`src/lc3b_types.sv`:
```
package lc3b_types;

    typedef logic [15:0] lc3b_word;
    typedef logic [2:0]  lc3b_reg;
    typedef logic [2:0]  lc3b_nzp;

    typedef enum logic [3:0] {
        op_br   = 4'b0000,
        op_add  = 4'b0001,
        op_ldb  = 4'b0010,
        op_stb  = 4'b0011,
        op_jsr  = 4'b0100,
        op_and  = 4'b0101,
        op_ldr  = 4'b0110,
        op_str  = 4'b0111,
        op_rti  = 4'b1000,
        op_not  = 4'b1001,
        op_ldi  = 4'b1010,
        op_sti  = 4'b1011,
        op_jmp  = 4'b1100,
        op_shf  = 4'b1101,
        op_lea  = 4'b1110,
        op_trap = 4'b1111
    } lc3b_opcode;

    typedef enum logic [2:0] {
        alu_add,
        alu_and,
        alu_not,
        alu_pass,
        alu_sll,
        alu_srl,
        alu_sra
    } lc3b_aluop;

    typedef enum logic [1:0] {sr2_reg, sr2_imm5, sr2_amount} lc3b_sr2sel;
    typedef enum logic {addr1_npc, addr1_base} lc3b_addr1sel;
    typedef enum logic [1:0] {addr2_zero, addr2_off6, addr2_off9} lc3b_addr2sel;
    typedef enum logic [1:0] {rf_alu, rf_mem, rf_addr} lc3b_rfsel;

    typedef struct packed {
        lc3b_opcode opcode;
        lc3b_reg    dr;
        lc3b_reg    sr1;
        logic       imm;
        logic [4:0] imm5;           // sr2 sits in the low three bits.
    } lc3b_instr_rr;

    typedef struct packed {
        logic       shf_a;
        logic       shf_d;
        logic [3:0] amount;
    } lc3b_low6;                    // also read whole as offset6.

    typedef struct packed {
        lc3b_opcode opcode;
        lc3b_reg    dr;             // source register for stores.
        lc3b_reg    base;
        lc3b_low6   low6;
    } lc3b_instr_off;

    typedef union packed {
        lc3b_instr_rr  rr;
        lc3b_instr_off off;
    } lc3b_instr;

    typedef struct packed {
        lc3b_opcode   opcode;
        lc3b_aluop    aluop;
        logic         load_cc;
        logic         load_regfile;
        logic         mem_read;
        logic         mem_write;
        lc3b_sr2sel   sr2mux_sel;
        lc3b_addr1sel addr1mux_sel;
        lc3b_addr2sel addr2mux_sel;
        logic         lshf_enable;
        lc3b_rfsel    regfilemux_sel;
        logic         indirect;
    } lc3b_control_word;

    typedef struct packed {
        logic             valid;
        lc3b_control_word cw;
        lc3b_instr        ir;
        lc3b_word         npc;
        lc3b_word         sr1_data;
        lc3b_word         sr2_data;
        lc3b_reg          dr;
    } lc3b_stage;

endpackage : lc3b_types
```
`src/lc3b_exec_top.sv`:
```
module lc3b_exec_top
#(
    parameter lc3b_types::lc3b_nzp cc_init = 3'b010
)
(
    input  logic                 clk,
    input  logic                 reset,
    input  lc3b_types::lc3b_word instr,
    input  lc3b_types::lc3b_word npc,
    input  logic                 instr_valid,
    input  logic                 mem_stall,
    input  lc3b_types::lc3b_word mem_rdata,
    output lc3b_types::lc3b_word mem_addr,
    output lc3b_types::lc3b_word mem_wdata,
    output logic                 mem_read,
    output logic                 mem_write,
    output logic                 wb_valid,
    output lc3b_types::lc3b_reg  wb_reg,
    output lc3b_types::lc3b_word wb_data,
    output lc3b_types::lc3b_nzp  cc,
    output logic                 stall
);
    import lc3b_types::*;

    lc3b_reg   rd_reg_a;
    lc3b_reg   rd_reg_b;
    lc3b_word  rd_data_a;
    lc3b_word  rd_data_b;
    lc3b_stage dec_stage;
    lc3b_stage ex_stage;
    logic      take;

    assign take = instr_valid & ~stall;

    lc3b_regfile regfile
    (
        .clk       (clk),
        .reset     (reset),
        .we        (wb_valid),
        .wr_reg    (wb_reg),
        .wr_data   (wb_data),
        .rd_reg_a  (rd_reg_a),
        .rd_reg_b  (rd_reg_b),
        .rd_data_a (rd_data_a),
        .rd_data_b (rd_data_b)
    );

    lc3b_decode decode
    (
        .instr     (instr),
        .npc       (npc),
        .take      (take),
        .rd_reg_a  (rd_reg_a),
        .rd_reg_b  (rd_reg_b),
        .rd_data_a (rd_data_a),
        .rd_data_b (rd_data_b),
        .stage     (dec_stage)
    );

    id_ex_latch latch
    (
        .clk       (clk),
        .reset     (reset),
        .hold      (stall),
        .in_stage  (dec_stage),
        .out_stage (ex_stage)
    );

    execute #(.cc_init(cc_init)) exec
    (
        .clk       (clk),
        .reset     (reset),
        .ex_stage  (ex_stage),
        .mem_stall (mem_stall),
        .mem_rdata (mem_rdata),
        .mem_addr  (mem_addr),
        .mem_wdata (mem_wdata),
        .mem_read  (mem_read),
        .mem_write (mem_write),
        .wb_valid  (wb_valid),
        .wb_reg    (wb_reg),
        .wb_data   (wb_data),
        .cc        (cc),
        .stall     (stall)
    );

endmodule : lc3b_exec_top

```
`src/execute.sv`:
```
module execute
#(
    parameter lc3b_types::lc3b_nzp cc_init = 3'b010
)
(
    input  logic                  clk,
    input  logic                  reset,
    input  lc3b_types::lc3b_stage ex_stage,
    input  logic                  mem_stall,
    input  lc3b_types::lc3b_word  mem_rdata,
    output lc3b_types::lc3b_word  mem_addr,
    output lc3b_types::lc3b_word  mem_wdata,
    output logic                  mem_read,
    output logic                  mem_write,
    output logic                  wb_valid,
    output lc3b_types::lc3b_reg   wb_reg,
    output lc3b_types::lc3b_word  wb_data,
    output lc3b_types::lc3b_nzp   cc,
    output logic                  stall
);
    import lc3b_types::*;

    lc3b_control_word cw;
    logic             ind_phase;
    logic             ptr_cycle;
    lc3b_word         ptr_q;
    lc3b_word         base;
    lc3b_word         offset;
    lc3b_word         addr_sum;
    lc3b_word         alu_b;
    lc3b_word         alu_f;
    logic [5:0]       off6;
    logic [8:0]       off9;
    lc3b_nzp          wb_nzp;

    assign ptr_cycle = ex_stage.valid & ex_stage.cw.indirect & ~ind_phase;

    // second ldi/sti access runs as ldr/str at the saved pointer.
    always_comb
    begin
        cw = ex_stage.cw;
        if (ind_phase)
        begin
            cw.addr2mux_sel = addr2_zero;
        end
        else if (ex_stage.cw.indirect)
        begin
            cw.load_cc = 1'b0;
            cw.load_regfile = 1'b0;
            cw.mem_read = 1'b1;
            cw.mem_write = 1'b0;
        end
    end

    assign off6 = ex_stage.ir.off.low6;
    assign off9 = {ex_stage.ir.off.base, off6};

    always_comb
    begin
        if (ind_phase)
            base = ptr_q;
        else if (cw.addr1mux_sel == addr1_base)
            base = ex_stage.sr1_data;
        else
            base = ex_stage.npc;
        case (cw.addr2mux_sel)
            addr2_off6: offset = {{10{off6[5]}}, off6};
            addr2_off9: offset = {{7{off9[8]}}, off9};
            default:    offset = '0;
        endcase
        if (cw.lshf_enable)
            offset = offset << 1;
        addr_sum = base + offset;
    end

    always_comb
    begin
        case (cw.sr2mux_sel)
            sr2_imm5:   alu_b = {{11{ex_stage.ir.rr.imm5[4]}}, ex_stage.ir.rr.imm5};
            sr2_amount: alu_b = {12'h000, ex_stage.ir.off.low6.amount};
            default:    alu_b = ex_stage.sr2_data;
        endcase
    end

    lc3b_alu alu
    (
        .aluop (cw.aluop),
        .a     (ex_stage.sr1_data),
        .b     (alu_b),
        .f     (alu_f)
    );

    always_comb
    begin
        case (cw.regfilemux_sel)
            rf_mem:  wb_data = mem_rdata;
            rf_addr: wb_data = addr_sum;
            default: wb_data = alu_f;
        endcase
        if (wb_data[15])
            wb_nzp = 3'b100;
        else if (wb_data == '0)
            wb_nzp = 3'b010;
        else
            wb_nzp = 3'b001;
    end

    assign mem_addr = addr_sum;
    assign mem_wdata = ex_stage.sr2_data;
    assign mem_read = ex_stage.valid & cw.mem_read;
    assign mem_write = ex_stage.valid & cw.mem_write;
    assign wb_valid = ex_stage.valid & cw.load_regfile & ~mem_stall;
    assign wb_reg = ex_stage.dr;
    assign stall = mem_stall | ptr_cycle;

    always_ff @(posedge clk)
    begin
        if (reset)
        begin
            ind_phase <= 1'b0;
            cc <= cc_init;
        end
        else if (!mem_stall)
        begin
            ind_phase <= ptr_cycle;
            if (ex_stage.valid && cw.load_cc)
                cc <= wb_nzp;
        end
    end

    always_ff @(posedge clk)
    begin
        if (ptr_cycle && !mem_stall)
            ptr_q <= mem_rdata;
    end

endmodule : execute

```
`src/lc3b_alu.sv`:
```
module lc3b_alu
(
    input  lc3b_types::lc3b_aluop aluop,
    input  lc3b_types::lc3b_word  a,
    input  lc3b_types::lc3b_word  b,
    output lc3b_types::lc3b_word  f
);
    import lc3b_types::*;

    logic [3:0] shamt;

    assign shamt = b[3:0];

    always_comb
    begin
        case (aluop)
            alu_add:  f = a + b;
            alu_and:  f = a & b;
            alu_not:  f = ~a;
            alu_pass: f = a;
            alu_sll:  f = a << shamt;
            alu_srl:  f = a >> shamt;
            alu_sra:  f = $signed(a) >>> shamt;
            default:  f = a;
        endcase
    end

endmodule : lc3b_alu

```
`src/id_ex_latch.sv`:
```
module id_ex_latch
(
    input  logic                  clk,
    input  logic                  reset,
    input  logic                  hold,
    input  lc3b_types::lc3b_stage in_stage,
    output lc3b_types::lc3b_stage out_stage
);
    import lc3b_types::*;

    lc3b_stage stage_q;

    always_ff @(posedge clk)
    begin
        if (reset)
        begin
            stage_q.valid <= 1'b0;
        end
        else if (!hold)
        begin
            stage_q <= in_stage;
        end
    end

    assign out_stage = stage_q;

endmodule : id_ex_latch

```
`src/lc3b_decode.sv`:
```
module lc3b_decode
(
    input  lc3b_types::lc3b_word  instr,
    input  lc3b_types::lc3b_word  npc,
    input  logic                  take,
    output lc3b_types::lc3b_reg   rd_reg_a,
    output lc3b_types::lc3b_reg   rd_reg_b,
    input  lc3b_types::lc3b_word  rd_data_a,
    input  lc3b_types::lc3b_word  rd_data_b,
    output lc3b_types::lc3b_stage stage
);
    import lc3b_types::*;

    lc3b_instr        ir;
    lc3b_control_word cw;
    logic             supported;

    assign ir = instr;

    always_comb
    begin
        cw = '0;
        cw.opcode = ir.rr.opcode;
        cw.aluop = alu_pass;
        supported = 1'b1;
        case (ir.rr.opcode)
            op_add, op_and:
            begin
                cw.aluop = (ir.rr.opcode == op_add) ? alu_add : alu_and;
                cw.load_cc = 1'b1;
                cw.load_regfile = 1'b1;
                cw.sr2mux_sel = ir.rr.imm ? sr2_imm5 : sr2_reg;
                cw.regfilemux_sel = rf_alu;
            end
            op_not:
            begin
                cw.aluop = alu_not;
                cw.load_cc = 1'b1;
                cw.load_regfile = 1'b1;
                cw.regfilemux_sel = rf_alu;
            end
            op_shf:
            begin
                if (!ir.off.low6.shf_d)
                    cw.aluop = alu_sll;
                else if (ir.off.low6.shf_a)
                    cw.aluop = alu_sra;
                else
                    cw.aluop = alu_srl;
                cw.load_cc = 1'b1;
                cw.load_regfile = 1'b1;
                cw.sr2mux_sel = sr2_amount;
                cw.regfilemux_sel = rf_alu;
            end
            op_lea:
            begin
                cw.load_regfile = 1'b1;     // lc-3b lea leaves the cc alone.
                cw.addr1mux_sel = addr1_npc;
                cw.addr2mux_sel = addr2_off9;
                cw.lshf_enable = 1'b1;
                cw.regfilemux_sel = rf_addr;
            end
            op_ldr, op_ldi:
            begin
                cw.load_cc = 1'b1;
                cw.load_regfile = 1'b1;
                cw.mem_read = 1'b1;
                cw.addr1mux_sel = addr1_base;
                cw.addr2mux_sel = addr2_off6;
                cw.lshf_enable = 1'b1;
                cw.regfilemux_sel = rf_mem;
                cw.indirect = (ir.rr.opcode == op_ldi);
            end
            op_str, op_sti:
            begin
                cw.mem_write = 1'b1;
                cw.addr1mux_sel = addr1_base;
                cw.addr2mux_sel = addr2_off6;
                cw.lshf_enable = 1'b1;
                cw.indirect = (ir.rr.opcode == op_sti);
            end
            default:
            begin
                supported = 1'b0;
            end
        endcase
    end

    assign rd_reg_a = ir.rr.sr1;
    assign rd_reg_b = cw.mem_write ? ir.off.dr : ir.rr.imm5[2:0]; // stores read their data.

    always_comb
    begin
        stage.valid = take & supported;
        stage.cw = cw;
        stage.ir = ir;
        stage.npc = npc;
        stage.sr1_data = rd_data_a;
        stage.sr2_data = rd_data_b;
        stage.dr = ir.rr.dr;
    end

endmodule : lc3b_decode

```
`src/lc3b_regfile.sv`:
```
module lc3b_regfile
(
    input  logic                 clk,
    input  logic                 reset,
    input  logic                 we,
    input  lc3b_types::lc3b_reg  wr_reg,
    input  lc3b_types::lc3b_word wr_data,
    input  lc3b_types::lc3b_reg  rd_reg_a,
    input  lc3b_types::lc3b_reg  rd_reg_b,
    output lc3b_types::lc3b_word rd_data_a,
    output lc3b_types::lc3b_word rd_data_b
);
    import lc3b_types::*;

    lc3b_word regs [8];

    always_ff @(posedge clk)
    begin
        if (reset)
        begin
            for (int i = 0; i < 8; i++)
                regs[i] <= '0;
        end
        else if (we)
        begin
            regs[wr_reg] <= wr_data;
        end
    end

    // a read of the register being written sees the new value.
    always_comb
    begin
        rd_data_a = (we && wr_reg == rd_reg_a) ? wr_data : regs[rd_reg_a];
        rd_data_b = (we && wr_reg == rd_reg_b) ? wr_data : regs[rd_reg_b];
    end

endmodule : lc3b_regfile

```
`config.mk`:
```
export PLATFORM = sky130hd
export DESIGN_NAME = lc3b_exec_top
export DESIGN_NICKNAME = d
export VERILOG_FILES = /design/src/lc3b_types.sv /design/src/lc3b_exec_top.sv /design/src/execute.sv /design/src/lc3b_alu.sv /design/src/id_ex_latch.sv /design/src/lc3b_decode.sv /design/src/lc3b_regfile.sv
export SDC_FILE = /design/constraint.sdc
export NUM_CORES = 1
export LEC_CHECK = 0
export ABC_AREA = 1
export BUFFER_PORTS_ARGS = -buffer_cell sky130_fd_sc_hd__buf_2
export CAP_MARGIN = 5
export CORE_ASPECT_RATIO = 1.4
export CORE_MARGIN = 8
export CORE_UTILIZATION = 60
export CTS_CLUSTER_DIAMETER = 100
export DETAILED_ROUTE_END_ITERATION = 10
export PLACE_DENSITY = 0.79
export SYNTH_ARGS = -nofsm -noshare
export SYNTH_HDL_FRONTEND = slang
export SYNTH_HIERARCHICAL = 1
export SYNTH_SLANG_ARGS = --single-unit
export TNS_END_PERCENT = 1
```
`constraint.sdc`:
```
create_clock -name clk -period 5.9 [get_ports clk]
set_clock_uncertainty 0.1 [all_clocks]
set_input_delay 0.295 -clock clk [delete_from_list [all_inputs] [get_ports clk]]
set_output_delay 0.295 -clock clk [all_outputs]
set_load 0.01 [all_outputs]
```
---- Word-level counts from Yosys, hierarchy flattened ----
Memory sizes are Yosys's and may differ from the RTL's. A register that Yosys moved wholly into a read port is not among the register bits.
Cells that the tools add are included.
word-level totals
  flip-flop bits (word level) ............. 65
  bits in writable memories ............... 128
  input port bits ......................... 52
  output and inout bits ................... 58
  logic and storage cells ................. 109
  memories ................................ 1
memories
  name          depth  bits a word  rd ports  clocked after memory_dff  write ports  RTL line            source
  regfile.regs  8      16           2         2                         8            lc3b_regfile.sv:15  lc3b_word regs [8];
operators by class
  $add $sub $neg .......................... 2
  equality and inequality tests ........... 20
  shifts and indexed selects .............. 3
  muxes and demuxes ....................... 35
  bitwise logic cells ..................... 15
  reduce and logical (&&, ||, !) cells .... 15
operator list
  kind                                                 count
  case mux 16 bit (2 select lines)                     3
  case mux 16 bit (6 select lines)                     1
  two-way mux 16 bit                                   4
  adder 16 bit                                         2
  equality test 4 bit, second input constant           5
  AND 16 bit                                           1
  zero test 16 bit                                     1
  NOT 16 bit                                           1
  OR reduction 16 bit                                  1
  << shifter 16 x 4 -> 16 bit                          1
  right shift 16 x 4 -> 16 bit                         1
  >>> shifter 16 x 4 -> 16 bit                         1
  two-way mux 1 bit                                    13
  equality test 4 x 3 -> 1 bit, second input constant  3
  equality test 3 bit, second input constant           3
  two-way mux 3 bit                                    3
  case mux 3 bit (3 select lines)                      1
  OR reduction 9 bit                                   1
  AND 1 bit                                            8
  two-way mux 2 bit                                    4
  two-way mux 4 bit                                    2
  case mux 2 bit (2 select lines)                      2
  case mux 4 bit (2 select lines)                      1
  OR reduction 7 bit                                   1
  other kinds (15)                                     26

---- Depth between registers and ports, before layout ----
  depth in word-level cells ............... 9
  mapped depth ............................ 30

---- Hierarchy ----
Netlist, hierarchy kept.
modules (own cells, without submodules)
  module         instances  cells an instance  area each (µm²)
  lc3b_regfile   1          1057               7785.0
  execute        1          549                3106.7
  lc3b_alu       1          597                2807.7
  id_ex_latch    1          95                 2661.3
  lc3b_decode    1          122                777.0
  lc3b_exec_top  1          2                  10.0

---- Worst setup path before layout ----
No wires, ideal clock.
  path type ............................... reg2reg
  from .................................... reg exec.ind_phase
  to ...................................... reg latch.stage_q, in the netlist latch/out_stage[0], enable pin
  library setup time ...................... 534 ps
  arrival time ............................ 4653 ps
  slack ................................... 612 ps
  cell stages (with the launch flop) ...... 7
  path buffers ............................ 2
  clock period less this slack ............ 5288 ps
  path through ............................ dfxtp_1 > buf_6 > inv_2 > buf_6 > nand2_1 > o21ai_0 > nor2_1
on the way
  cells in the longest elaborated chain, start to end .. 5
RTL lines
  what                           RTL line             source
  from (decl)                    execute.sv:24        logic ind_phase;
  from (signal assigned)         execute.sv:125       ind_phase <= ptr_cycle;
  NOT 1 bit                      execute.sv:36        assign ptr_cycle = ex_stage.valid & ex_stage.cw.indirect & ~ind_phase;
  AND 1 bit                      execute.sv:36
  OR 1 bit                       execute.sv:114       assign stall = mem_stall | ptr_cycle;
  net stall                      lc3b_exec_top.sv:21  output logic stall
  NOT 1 bit (no line)            --
  AND reduction 2 bit (no line)  --
  to (signal assigned)           id_ex_latch.sv:21    stage_q <= in_stage;
  to (decl)                      id_ex_latch.sv:11    lc3b_stage stage_q;
The timed path passes the listed nets, and every way through them passes these cells.
A chain may end at the register's enable or synchronous reset.

---- Worst setup path in the final report ----
  from .................................... reg exec.ind_phase
  to ...................................... out wb_data[8]
on the way
  cells in the longest elaborated chain, start to end .. 6
RTL lines
  what                                                                 RTL line             source
  two-way mux 2 bit                                                    execute.sv:42        if (ind_phase)
  equality test 2 bit or equality test 2 x 1 -> 1 bit (tied branches)  execute.sv:66        case (cw.addr2mux_sel)
  case mux 16 bit (2 select lines)                                     execute.sv:66
  two-way mux 16 bit                                                   execute.sv:71        if (cw.lshf_enable)
  adder 16 bit *                                                       execute.sv:73        addr_sum = base + offset;
  case mux 16 bit (2 select lines) *                                   execute.sv:95        case (cw.regfilemux_sel)
  to (decl)                                                            lc3b_exec_top.sv:19  output lc3b_types::lc3b_word wb_data,
Every way passes the cells marked *; elsewhere a longest branch is shown, timed or not.

==> results.toml <==
[outcome]
outcome = "finished clean"

[place]
dpl.hpwl_um = 41000
place.gp.congestion = 1.05
placed_area_um2 = 16700
port_buffers = 109
placed_cells_incl_taps = 2708

[sta]
setup_viol = 0
rsz0062_at_grt = "false"
hold_slack_ns = 0.0365
slew_viol_final = 0
max-slew-margin-rel_pct = 18.7
final_hold_viol_count = 0
tightest_slew_ns = 1.22
clock.fmax_ghz = 0.184
min_period_ns = 5.44
fin_crit_sh_pct = 92.2
fin_tns_setup_ns = 0

[floorplanning]
ioPinCount = 110
design.die.area_um2 = 33600
start_util_pct = 60.7
num_rows = 72
fp.dieH_um = 214
die_x_um = 157
core-area_um2 = 27600

[clocking]
clock_latency_ns = 0.55
clockBufferDepth = 3
clk_pin_slew_ns = 0.07
cts-root-buf = "clkbuf_16"
htreeDepth = 1
cts_sinks = 225
cts_tree = "done"
cts_buffers = 23

[worst_setup_path]
worstPathMaxFanout = 20
required_ns = 5.51
path_class = "flop to output pin"
reg2reg_to = "regfile/regs[5][8]"
startpoint = "exec/ind_phase"
r2r_cells = 24
r2r_start = "exec/ind_phase"
start_kind = "flop"
arrival_ns = 5.05
reg2reg_setup_slack_ns = 0.91
cp-end-kind = "output pin"

[hold_path]
hold_start = "instr[15]"
min_path_cells = 2
hold_end = "latch/out_stage[74]"
hold_path.class = "input pin to flop"

[logic_synthesis]
syn_nets = 2492
syn_inst = 2400
yosys_warnings = 6
syn_avg_cell_area_um2 = 6.97
synthesis.area_um2 = 16700

[power]
power_w = 0.00455
p_leak_nw = 8.74
ir_drop_uv = 297
power.density_nw_per_um2 = 253

[detailed_routing]
routed_via_density = 5.91
detail-route-antenna-nets = 0
drt-pass1-iter-count = 10
drt-total-wl_um = 58900
wl_per_cell_um = 21.1
dr_total_vias = 16500
first_iter_violations = 1813
drc = 0

[job]
drv_cap = 0

[layout]
design_area_um2 = 17900
fin_nets = 2499
final_common_cell = "nand2_1"
drive_above_1_share_pct = 9.65
layout.cells.non_filler = 2794
area_growth_pct = 7.21
final_cell_mix = "nand2_1, nand3_1, inv_1"
diodes = 0

[global_routing]
grt_pass1_vias = 15900
track_usage_pct = 34.6
grt_max_degree = 68
overflow = 0
antenna_found_initial = 0
grt_first_pass_wirelength_um = 87900
[sequential cells by signal (all words and copies together) (netlist names)]
name	cells
regfile/regs	128
latch/out_stage	77
exec/ptr_q	16
exec/cc	3
exec/ind_phase	1
[power breakdown]
group	switching (W)	internal (W)
registers	0.0000553	0.00183
logic	0.000766	0.000322
clock network	0.000656	0.000920
[critical path, cell delays in order, from the launching register on]
cell	delay, ns
dfxtp_1	0.77
inv_2	0.34
nand2_1	0.18
inv_1	0.06
ha_1	0.32
inv_1	0.13
o21ai_0	0.11
inv_1	0.18
nand2_1	0.11
nor2_1	0.13
ha_1	0.24
inv_1	0.07
fa_1	0.41
inv_1	0.09
nand3_1	0.06
nand2_1	0.15
nand2_1	0.09
nand4_1	0.10
nand3_1	0.11
nand2_1	0.20
o21ai_0	0.23
inv_1	0.24
buf_2	0.17
[layer usage]
metal	vias up	part of all wire, %	global-route usage (%)
met5	-	0	0
met4	0	8.1	26.5
met3	304	9.6	6.11
met2	1075	49	60.6
met1	7493	33	36.8
li1	7636	-	-
[area by class of cell]
type,count,area [µm²]
fill,2496,9630
multi-input combinational,1682,7720
sequential,225,6710
inverter,312,1180
timing repair buffer,163,1060
clock buffer,31,656
tap,370,463
clock inverter,11,153
[per-stage QoR]
step	setup slack [ns]	util (%)
detailed placement	1.12	60.6
CTS	0.581	65.1
floorplan	1.09	-
finish	0.459	65.1
global route	0.0398	65.1
global placement	1.12	60.6
[worst max-delay path by stage]
stage                                     to  slack (ns)
after floorplan           latch/out_stage[0]        1.09
after global placement    regfile/regs[4][8]        1.12
after detailed placement  regfile/regs[1][8]        1.12
after CTS                         wb_data[4]        0.58
after global routing              wb_data[8]        0.04
final                             wb_data[8]        0.46
[timing repair]
item / in CTS / in global routing
buffers inserted: 0 / 0
hold buffers: 44 / 0
endpoints found under the setup margin: 0 / 0
gates resized for setup: 0 / 0
hold endpoints to repair: 47 / 0
Note: power is estimated with default switching activity, not from simulation.
